### src/mr_defines.svh
////////////////////////////////////////////////////////////////////////////
// Widths, download indexes and status word layout for the frame glue
////////////////////////////////////////////////////////////////////////////
`ifndef MR_DEFINES_SVH
`define MR_DEFINES_SVH

// OSD status word and the padding around its decoded fields
`define MR_STATUS_W      64
`define MR_ST_LO_W       19
`define MR_ST_HI_W       26

// Host download indexes
`define MR_IDX_ROM       8'd0
`define MR_IDX_MOD       8'd1
`define MR_IDX_NVRAM     8'd2
`define MR_IDX_DIP       8'd254

// Download bus
`define MR_INDEX_W       8
`define MR_ADDR_W        27
`define MR_DATA_W        8

// Configuration outputs
`define MR_CORE_MOD_W    7
`define MR_DIPSW_W       32
`define MR_MENU_W        16

// Sync delay taps, current sample included
`define MR_OFFSET_DEPTH  16

`endif
### src/mr_pkg.sv
////////////////////////////////////////////////////////////////////////////
// Shared types: status word union, OSD settings, sync and download buses
////////////////////////////////////////////////////////////////////////////
`include "mr_defines.svh"

package mr_pkg;

    // Status bits laid out from the top of the word down
    typedef struct packed {
        logic [`MR_ST_HI_W-1:0] unused_hi;
        logic                   db15_en;
        logic                   rot_flip;
        logic                   shadowmask_2x;
        logic [2:0]             shadowmask;
        logic [3:0]             voffset;
        logic [3:0]             hoffset;
        logic [3:0]             hsize_scale;
        logic                   hsize_enable;
        logic [`MR_ST_LO_W-1:0] unused_lo;
    } mr_status_fields_t;

    // Same word, either flat for the menu or as typed settings
    typedef union packed {
        logic [`MR_STATUS_W-1:0] raw;
        mr_status_fields_t       fields;
    } mr_status_t;

    typedef struct packed {
        logic       hsize_enable;
        logic [3:0] hsize_scale;
        logic [3:0] hoffset;
        logic [3:0] voffset;
        logic [2:0] shadowmask;
        logic       shadowmask_2x;
        logic       shadowmask_rot;
        logic       db15_en;
    } mr_osd_t;

    typedef struct packed {
        logic hs;
        logic vs;
        logic lhbl;
        logic lvbl;
    } mr_sync_t;

    // Host side of the download stream
    typedef struct packed {
        logic                   download;
        logic                   wr;
        logic [`MR_INDEX_W-1:0] index;
        logic [`MR_ADDR_W-1:0]  addr;
        logic [`MR_DATA_W-1:0]  dout;
    } mr_hps_t;

    // ROM write side towards the memory
    typedef struct packed {
        logic                  rom_wr;
        logic                  ram;
        logic [`MR_ADDR_W-1:0] addr;
        logic [`MR_DATA_W-1:0] dout;
    } mr_ioctl_t;

endpackage

### src/mr_frame_top.sv
////////////////////////////////////////////////////////////////////////////
// Frame glue top: status decode, sync shift and download routing
////////////////////////////////////////////////////////////////////////////
`timescale 1ns/10ps
`include "mr_defines.svh"

module mr_frame_top import mr_pkg::*; (
    input  logic                   clk_sys,
    input  logic                   rst_n,
    // OSD
    input  mr_status_t             status,
    input  logic [1:0]             rotate,
    // Host download
    input  mr_hps_t                hps,
    output logic                   hps_wait,
    // ROM programming
    output mr_ioctl_t              ioctl,
    input  logic                   prog_rdy,
    output logic                   downloading,
    output logic [`MR_DIPSW_W-1:0] dipsw,
    // Decoded settings
    output mr_osd_t                osd,
    output logic [`MR_MENU_W-1:0]  menumask,
    // Base video sync
    input  logic                   pxl_cen,
    input  mr_sync_t               sync_in,
    output mr_sync_t               sync_out
);

    logic [`MR_CORE_MOD_W-1:0] core_mod;

    mr_status_decode u_status (
        .clk_sys   ( clk_sys     ),
        .rst_n     ( rst_n       ),
        .status    ( status      ),
        .core_mod  ( core_mod    ),
        .rotate    ( rotate      ),
        .osd       ( osd         ),
        .menumask  ( menumask    )
    );

    // Offsets come from the registered settings
    mr_sync_shift u_sync (
        .clk_sys   ( clk_sys     ),
        .rst_n     ( rst_n       ),
        .pxl_cen   ( pxl_cen     ),
        .sync_in   ( sync_in     ),
        .hoffset   ( osd.hoffset ),
        .voffset   ( osd.voffset ),
        .sync_out  ( sync_out    )
    );

    mr_dwnld u_dwnld (
        .clk_sys     ( clk_sys     ),
        .rst_n       ( rst_n       ),
        .hps         ( hps         ),
        .hps_wait    ( hps_wait    ),
        .ioctl       ( ioctl       ),
        .prog_rdy    ( prog_rdy    ),
        .downloading ( downloading ),
        .core_mod    ( core_mod    ),
        .dipsw       ( dipsw       )
    );

endmodule

### src/mr_dwnld.sv
////////////////////////////////////////////////////////////////////////////
// Host download routing: ROM writes with wait, core mode, DIP and NVRAM
////////////////////////////////////////////////////////////////////////////
`timescale 1ns/10ps
`include "mr_defines.svh"

module mr_dwnld import mr_pkg::*; (
    input  logic                      clk_sys,
    input  logic                      rst_n,
    input  mr_hps_t                   hps,
    output logic                      hps_wait,
    output mr_ioctl_t                 ioctl,
    input  logic                      prog_rdy,
    output logic                      downloading,
    output logic [`MR_CORE_MOD_W-1:0] core_mod,
    output logic [`MR_DIPSW_W-1:0]    dipsw
);

    logic                  rom_sel;
    logic                  rom_wr_nx;
    logic                  mod_wr;
    logic                  dip_wr;
    logic                  nvram_sel;
    logic                  rom_wr_q;
    logic                  ram_q;
    logic [`MR_ADDR_W-1:0] addr_q;
    logic [`MR_DATA_W-1:0] dout_q;

    // Index decode
    assign rom_sel   = hps.download && hps.index == `MR_IDX_ROM;
    assign nvram_sel = hps.download && hps.index == `MR_IDX_NVRAM;
    assign rom_wr_nx = rom_sel && hps.wr;

    // Configuration bytes sit at the start of their index
    assign mod_wr = hps.wr && hps.index == `MR_IDX_MOD && hps.addr == '0;
    assign dip_wr = hps.wr && hps.index == `MR_IDX_DIP
                    && hps.addr[`MR_ADDR_W-1:2] == '0;

    // Pending ROM write payload
    always_ff @(posedge clk_sys) begin
        if (rom_wr_nx) begin
            addr_q <= hps.addr;
            dout_q <= hps.dout;
        end
    end

    always_ff @(posedge clk_sys or negedge rst_n) begin
        if (!rst_n) begin
            rom_wr_q <= 1'b0;
            hps_wait <= 1'b0;
            ram_q    <= 1'b0;
        end else begin
            rom_wr_q <= rom_wr_nx;
            ram_q    <= nvram_sel;
            // Host stays stalled until the memory takes the byte
            if (rom_wr_nx) begin
                hps_wait <= 1'b1;
            end else if (prog_rdy) begin
                hps_wait <= 1'b0;
            end
        end
    end

    // Window stays open while a ROM write is still in flight
    always_ff @(posedge clk_sys or negedge rst_n) begin
        if (!rst_n) begin
            downloading <= 1'b0;
        end else begin
            downloading <= hps.download | hps_wait;
        end
    end

    always_ff @(posedge clk_sys or negedge rst_n) begin
        if (!rst_n) begin
            core_mod <= '0;
            dipsw    <= '0;
        end else begin
            if (mod_wr) begin
                core_mod <= hps.dout[`MR_CORE_MOD_W-1:0];
            end
            // One DIP byte per address, little endian
            if (dip_wr) begin
                dipsw[{hps.addr[1:0], 3'b000} +: 8] <= hps.dout;
            end
        end
    end

    assign ioctl = '{rom_wr: rom_wr_q, ram: ram_q, addr: addr_q, dout: dout_q};

endmodule

### src/mr_sync_shift.sv
////////////////////////////////////////////////////////////////////////////
// Sync position shift by OSD offsets, with blanking kept in step
////////////////////////////////////////////////////////////////////////////
`timescale 1ns/10ps
`include "mr_defines.svh"

module mr_sync_shift import mr_pkg::*; (
    input  logic       clk_sys,
    input  logic       rst_n,
    input  logic       pxl_cen,
    input  mr_sync_t   sync_in,
    input  logic [3:0] hoffset,
    input  logic [3:0] voffset,
    output mr_sync_t   sync_out
);

    localparam int DEPTH = `MR_OFFSET_DEPTH;

    // Past samples only, tap 0 of each chain is the live input
    logic [DEPTH-2:0] hs_hist;
    logic [DEPTH-2:0] vs_hist;
    logic [DEPTH-1:0] hs_taps;
    logic [DEPTH-1:0] vs_taps;
    logic             hs_rise;

    assign hs_taps = {hs_hist, sync_in.hs};
    assign vs_taps = {vs_hist, sync_in.vs};

    // hs_hist[0] holds hs from the previous pixel
    assign hs_rise = pxl_cen & sync_in.hs & ~hs_hist[0];

    always_ff @(posedge clk_sys or negedge rst_n) begin
        if (!rst_n) begin
            hs_hist  <= '0;
            vs_hist  <= '0;
            sync_out <= '0;
        end else begin
            // Horizontal chain advances once per pixel
            if (pxl_cen) begin
                hs_hist       <= hs_taps[DEPTH-2:0];
                sync_out.hs   <= hs_taps[hoffset];
                sync_out.lhbl <= sync_in.lhbl;
                sync_out.lvbl <= sync_in.lvbl;
            end
            // Vertical chain advances once per line
            if (hs_rise) begin
                vs_hist     <= vs_taps[DEPTH-2:0];
                sync_out.vs <= vs_taps[voffset];
            end
        end
    end

endmodule

### src/mr_status_decode.sv
////////////////////////////////////////////////////////////////////////////
// OSD status decode into registered settings and menu mask
////////////////////////////////////////////////////////////////////////////
`timescale 1ns/10ps
`include "mr_defines.svh"

module mr_status_decode import mr_pkg::*; (
    input  logic                      clk_sys,
    input  logic                      rst_n,
    input  mr_status_t                status,
    input  logic [`MR_CORE_MOD_W-1:0] core_mod,
    input  logic [1:0]                rotate,
    output mr_osd_t                   osd,
    output logic [`MR_MENU_W-1:0]     menumask
);

    mr_status_fields_t     st;
    mr_osd_t               osd_nx;
    logic [`MR_MENU_W-1:0] mask_nx;

    assign st = status.fields;

    always_comb begin
        osd_nx.hsize_enable  = st.hsize_enable;
        osd_nx.hsize_scale   = st.hsize_scale;
        osd_nx.hoffset       = st.hoffset;
        osd_nx.voffset       = st.voffset;
        osd_nx.shadowmask    = st.shadowmask;
        osd_nx.shadowmask_2x = st.shadowmask_2x;
        osd_nx.db15_en       = st.db15_en;
        // Vertical game on a rotated screen flips the mask, OSD can flip it back
        osd_nx.shadowmask_rot = st.rot_flip ^ (core_mod[0] & rotate[0]);
    end

    // A high bit hides the menu item
    always_comb begin
        mask_nx    = '0;
        // Shadow mask filter
        mask_nx[3] = st.shadowmask == 3'd0;
        // Horizontal scaling
        mask_nx[2] = ~st.hsize_enable;
        // Vertical game
        mask_nx[1] = ~core_mod[0];
        // bit 0 is direct video, never shown here
    end

    always_ff @(posedge clk_sys or negedge rst_n) begin
        if (!rst_n) begin
            osd      <= '0;
            menumask <= '0;
        end else begin
            osd      <= osd_nx;
            menumask <= mask_nx;
        end
    end

endmodule

### config.mk
export PLATFORM = sky130hd
export DESIGN_NAME = mr_frame_top
export DESIGN_NICKNAME = d
export VERILOG_FILES = /design/src/mr_pkg.sv /design/src/mr_frame_top.sv /design/src/mr_dwnld.sv /design/src/mr_sync_shift.sv /design/src/mr_status_decode.sv
export VERILOG_INCLUDE_DIRS = /design/src
export SDC_FILE = /design/constraint.sdc
export NUM_CORES = 1
export LEC_CHECK = 0
export BUFFER_PORTS_ARGS = -buffer_cell sky130_fd_sc_hd__buf_2
export CAP_MARGIN = 25
export CELL_PAD_IN_SITES_DETAIL_PLACEMENT = 1
export CELL_PAD_IN_SITES_GLOBAL_PLACEMENT = 2
export CORE_ASPECT_RATIO = 0.9
export CORE_MARGIN = 5
export CORE_UTILIZATION = 30
export CTS_CLUSTER_DIAMETER = 50
export CTS_CLUSTER_SIZE = 24
export DETAILED_ROUTE_END_ITERATION = 16
export GPL_ROUTABILITY_DRIVEN = 0
export GPL_TIMING_DRIVEN = 0
export PLACE_DENSITY_LB_ADDON = 0.1
export SLEW_MARGIN = 20
export SYNTH_ARGS = -nofsm -noshare
export SYNTH_HDL_FRONTEND = slang
export SYNTH_SLANG_ARGS = --single-unit
### constraint.sdc
create_clock -name clk_sys -period 1.87 [get_ports clk_sys]
set_clock_uncertainty 0.05 [all_clocks]
set_input_delay 0.2805 -clock clk_sys [delete_from_list [all_inputs] [get_ports clk_sys]]
set_output_delay 0.2805 -clock clk_sys [all_outputs]
set_load 0.005 [all_outputs]
==> After elaboration in Yosys (flattened, before gate mapping) <==
Cells that the tools add are included.
{ "word_totals": {"reg_bits": 128, "inputBits": 119} }
{ "op_classes": {"n_addsub": 1, "order_cmp": 2, "eq_ne": 3, "n_shift": 2, "n_mux": 7, "n_bitwise": 8, "reduce_logical": 12} }
{ "op_table": {"columns": ["operator", "n"], "rows": [
  ["$bwmux 32", 1],
  ["$shift 8x7->32 const A", 1],
  ["$shiftx 8x7->32", 1],
  ["$logic_not 27->1", 1],
  ["$logic_not 25->1", 1],
  ["$lt 4x5->1 const B", 2],
  ["$bmux 1 s4", 2],
  ["$eq 8x1->1 const B", 1],
  ["$eq 8x2->1 const B", 1],
  ["$eq 8x8->1 const B", 1],
  ["$logic_not 8->1", 1],
  ["$logic_and 1x1->1", 7],
  ["$neg 5->7", 1],
  ["$mux 1", 4],
  ["$and 1x1->1", 3],
  ["$logic_not 3->1", 1],
  ["$not 1->1", 3],
  ["$reduce_bool 2->1", 1],
  ["$or 1x1->1", 1],
  ["$xor 1x1->1", 1]
]} }

==> Depth between registers and ports, before layout <==
{ "logic_depth": {"depth_word": 4, "mapped_depth": 5, "depth_no_buf": 5} }

==> Hierarchy <==
From an unflattened synthesis, not the netlist that was laid out.
{ "hier_totals": {"hier_cells": 366, "area_unflattened_um2": 5386.4} }
{ "modules_own_cells": {"columns": ["module", "n_inst", "cells_per_inst", "area_per_inst_um2", "seq_area_each_um2"], "rows": [
  ["mr_dwnld", 1, 229, 3171.8, 2127.0],
  ["mr_sync_shift", 1, 96, 1537.7, 850.8],
  ["mr_status_decode", 1, 41, 676.9, 550.5]
]} }

==> Worst setup path after synthesis <==
No wires, ideal clock.
{ "synth_timing": {"path_type": "input port to flip-flop", "start": "input port hps[38] in the netlist's numbering", "end": "register u_dwnld.addr_q[0], enable pin", "t_arrival_ns": 3.497, "required_ns": 1.337, "path_slack_ns": -2.159, "path_stages": 3, "n_path_buf": 0, "path_cell_list": "nor4_1 nand4b_1 nor3b_1"} }
{ "synth_via": {"elab_chain_cells": 3} }
{ "synth_rtl": {"columns": ["item", "line_no", "text"], "rows": [
  ["start: declaration", "mr_frame_top.sv:14", "input mr_hps_t hps,"],
  ["$logic_not 8->1 (no line)", null, null],
  ["$logic_and 1x1->1 (no line)", null, null],
  ["$logic_and 1x1->1", "mr_dwnld.sv:32", "assign rom_wr_nx = rom_sel && hps.wr;"],
  ["named net u_dwnld.rom_wr_nx", "mr_dwnld.sv:20", "logic rom_wr_nx;"],
  ["end signal: assignment", "mr_dwnld.sv:42", "addr_q <= hps.addr;"],
  ["end: declaration", "mr_dwnld.sv:26", "logic [`MR_ADDR_W-1:0] addr_q;"]
]} }
The timed path passes the listed nets, and every way through them passes these cells.
A chain may end at the register's enable or synchronous reset.

==> Final worst setup path <==
{ "layout_timing": {"start": "input port hps[38] in the netlist's numbering", "end": "register u_dwnld.addr_q[4], enable pin"} }
The elaborated chain is that of the path after synthesis.

==> impl_metrics.toml <==
[die]
core-area_um2 = 16900
dieArea_um2 = 19900
fp.dieW_um = 148
initial_core_util = 0.305
rows = 45
ios = 229
die_y_um = 134

[place]
dpl_cell_area_um2 = 6410
dp_hpwl_mm = 10.1
portBuffers = 168

[setup_path]
critPathMaxStageDelay_ps = 510
worstSetupEndpointType = "flip-flop"
critPathSlowestCell = "nor3b_4"
cp_num_buf_inv = 3
critPathArrivalTime_ps = 1840
critical_path_class = "in -> reg"
rrSetupSlack_ps = 150
crit_fanout = 13
r2r-end = "u_sync.sync_out[2]$_DFFE_PN0P_"
critPathRequiredTime_ps = 1950
path_common_cell = "buf_8"
cp-start-kind = "primary input"
crit_family = "simple AND/OR/NAND/NOR gates"
crit_chain = "buf_2 > nor4_4 > nand4b_1 > nor3b_4 > buf_8 > buf_8"
reg2regPathDepth = 4
rr_startpoint = "u_status.osd[7]$_DFF_PN0_"

[drt]
wl_per_cell_um = 17.1
first_pass_iters = 4
drc = 0
ant_nets = 0
first_iter_violations = 108
vias = 3508
routed_wl_mm = 13.7
viasPerCell = 4.37

[grt]
gr-usage-all-layers = 0.144
grt_pass1_vias = 3959
grt.busiest_layer = "met2"
use_met3 = 0.0622
grt_use_met2 = 0.247
antenna_found_initial = 0
grt_overflow = 0
grt_start_max_net_pins = 48
grt_pass1_wl_mm = 21.8
use_met1 = 0.162

[timing]
max_freq_mhz = 566
rsz0062_at_grt = "no"
setup_viol = 0
period_share = 0.944
drv_slew = 0
worst_slew_pin_slew_ps = 748
hold_viol = 0
period_needed_ps = 1770
slew_headroom = 0.498
holdWs_ps = 28.0

[power]
p_leak_uw = 0.00339
power_per_cell_area_nw_per_um2 = 1020
ir_drop_v = 0.000603
fin_total_pwr_uw = 7480

[hold_path]
hp-class = "in -> reg"
whs_endpoint = "u_dwnld.addr_q[18]$_DFFE_PP_"
hp-start = "hps[26]"
hold_path_depth = 1

[final_layout]
fillerInstances = 1806
fin_nets = 701
final_cell_area_um2 = 7370
diodes = 0
final_core_util = 0.436
areaGrowthSynthToFinish_pct = 43.1
layout-drive-gt1-share = 0.477

[clock_tree]
cts_buffers = 17
clk_pin_slew_ps = 60
cts_tree = "yes"
max-clock-path-buffers = 2
clk_latency_ps = 420
root_buffer = "clkbuf_16"
clock-sinks = 128
ctsHtreeMaxLevel = 4

[outcome]
outcome = "finished, final reports clean"

[yosys]
synth_cell_types = 27
ys_seq_area_frac = 0.656
syn_avg_cell_area_um2 = 15.1
ys_seq_elements = 128
syn_area_um2 = 5150
ys_warn_count = 0
netlist_instances = 340

[job]
maxCapViolations = 0
==> flip-flops by register name, summed over array words and instances, names as in the netlist <==
signal and cells:
u_status.osd 19, u_dwnld.dout_q 8, u_dwnld.ram_q 1, u_sync.sync_out 4, u_sync.hs_hist 15, u_dwnld.dipsw 32, u_dwnld.rom_wr_q 1, u_status.menumask 3
u_dwnld.core_mod 1, u_dwnld.downloading 1, u_dwnld.addr_q 27, u_sync.vs_hist 15, u_dwnld.hps_wait 1
==> report_power, final <==
group	internal, uW	switching, uW
sequential	3150	185
clock	2110	1260
combinational	478	301
total	5740	1750
==> how the worst max path moves through the flow <==
| stage | from | to | cells after the start |
|---|---|---|---|
| floorplan | hps[38] | u_dwnld.addr_q[0]$_DFFE_PP_ | 3 |
| global placement | hps[38] | u_dwnld.addr_q[5]$_DFFE_PP_ | 4 |
| detailed placement | hps[23] | u_dwnld.dipsw[20]$_DFFE_PN0P_ | 5 |
| CTS | hps[23] | u_dwnld.dipsw[4]$_DFFE_PN0P_ | 5 |
| global route | hps[11] | u_dwnld.dipsw[11]$_DFFE_PN0P_ | 5 |
| finish | hps[38] | u_dwnld.addr_q[4]$_DFFE_PP_ | 6 |
==> cells in the mapped netlist <==
cell / instances / area [um2]
and4_1: 1 / 8.76
inv_1: 38 / 143
nand3_2: 2 / 20.0
a211o_1: 1 / 8.76
xnor2_1: 1 / 8.76
or2_2: 1 / 6.26
mux2i_1: 37 / 370
buf_4: 15 / 113
edfxtp_1: 35 / 1050
mux2_2: 34 / 383
dfrtp_1: 93 / 2330
nor3_1: 4 / 20.0
nand4b_1: 5 / 43.8
clkbuf_1: 3 / 11.3
nor4_1: 2 / 12.5
ha_1: 4 / 50.1
nor4_4: 7 / 149
nor2_1: 4 / 15.0
conb_1: 1 / 3.75
nand3b_1: 1 / 7.51
nand4_1: 1 / 6.26
nand4_4: 1 / 21.3
nor4_2: 2 / 25.0
a21o_1: 1 / 7.51
nand2_1: 34 / 128
nor3b_1: 4 / 30.0
mux4_2: 8 / 180
==> cells by family (layout without fill, tap and decap cells) <==
kind of cell | Yosys count | after routing | share of synthesized area
AND/OR/NAND/NOR | 69 | 69 | 0.0957
other | 1 | 13 | 0.000728
AO/OA/AOI/OAI | 2 | 2 | 0.00316
multiplexers | 79 | 79 | 0.181
buffers and inverters | 56 | 295 | 0.0518
XOR/XNOR | 1 | 1 | 0.00170
adder cells (fa/ha/maj) | 4 | 4 | 0.00972
flip-flops | 128 | 128 | 0.656
==> routing by layer <==
layer,part of all wire,vias up
met4,0.014,0
met2,0.52,104
met1,0.39,1753
met3,0.074,16
met5,0,-
li1,-,1635
==> placed cells by master (no fill, tap or decap), types with 2 or more instances in the layout <==
master,netlist,routed
mux2i_1,37,37
clkbuf_16,0,18
bufinv_16,0,2
inv_1,38,38
nand2_1,34,34
clkinv_2,0,3
clkbuf_1,3,2
clkbuf_2,0,2
clkinv_4,0,2
nor3b_1,4,3
mux2_2,34,34
nor4_4,7,8
dlygate4sd3_1,0,30
dfrtp_1,93,93
edfxtp_1,35,35
nand3_2,2,2
nor4_2,2,2
conb_1,1,13
buf_4,15,15
nor2_1,4,4
buf_12,0,2
nand4b_1,5,5
nor3_1,4,4
clkbuf_8,0,2
buf_8,0,3
mux4_2,8,8
buf_2,0,169
ha_1,4,4
clkinvlp_4,0,4
==> cell type report <==
cell class | count | area, um2 | share of cell area
clock inverters | 12 | 131 | 0.0178
repair buffers | 207 | 1270 | 0.173
multi-input cells | 168 | 1580 | 0.214
clock buffers | 20 | 478 | 0.0648
flip-flops and latches | 128 | 3380 | 0.458
well taps | 211 | 264 | 0.0358
inverters | 38 | 143 | 0.0194
plain buffers | 18 | 125 | 0.0170
==> repair_timing <==
action                                 in CTS  in global routing
pin swaps                                   3                  3
buffers inserted                            0                  2
endpoints found under the hold margin      76                  1
resized for setup                           0                  2
setup endpoints to repair                  21                 22
hold buffers                               29                  1
==> per-stage QoR <==
step	std cells	setup TNS, ps	setup WS (ps)
after floorplan	352	-12270	-341
after global placement	731	-109410	-1140
after detailed placement	737	-24470	-490
after CTS	798	0	3.29
after global routing	802	0	20.0
final	802	0	104
(Power assumes the default switching activity.)
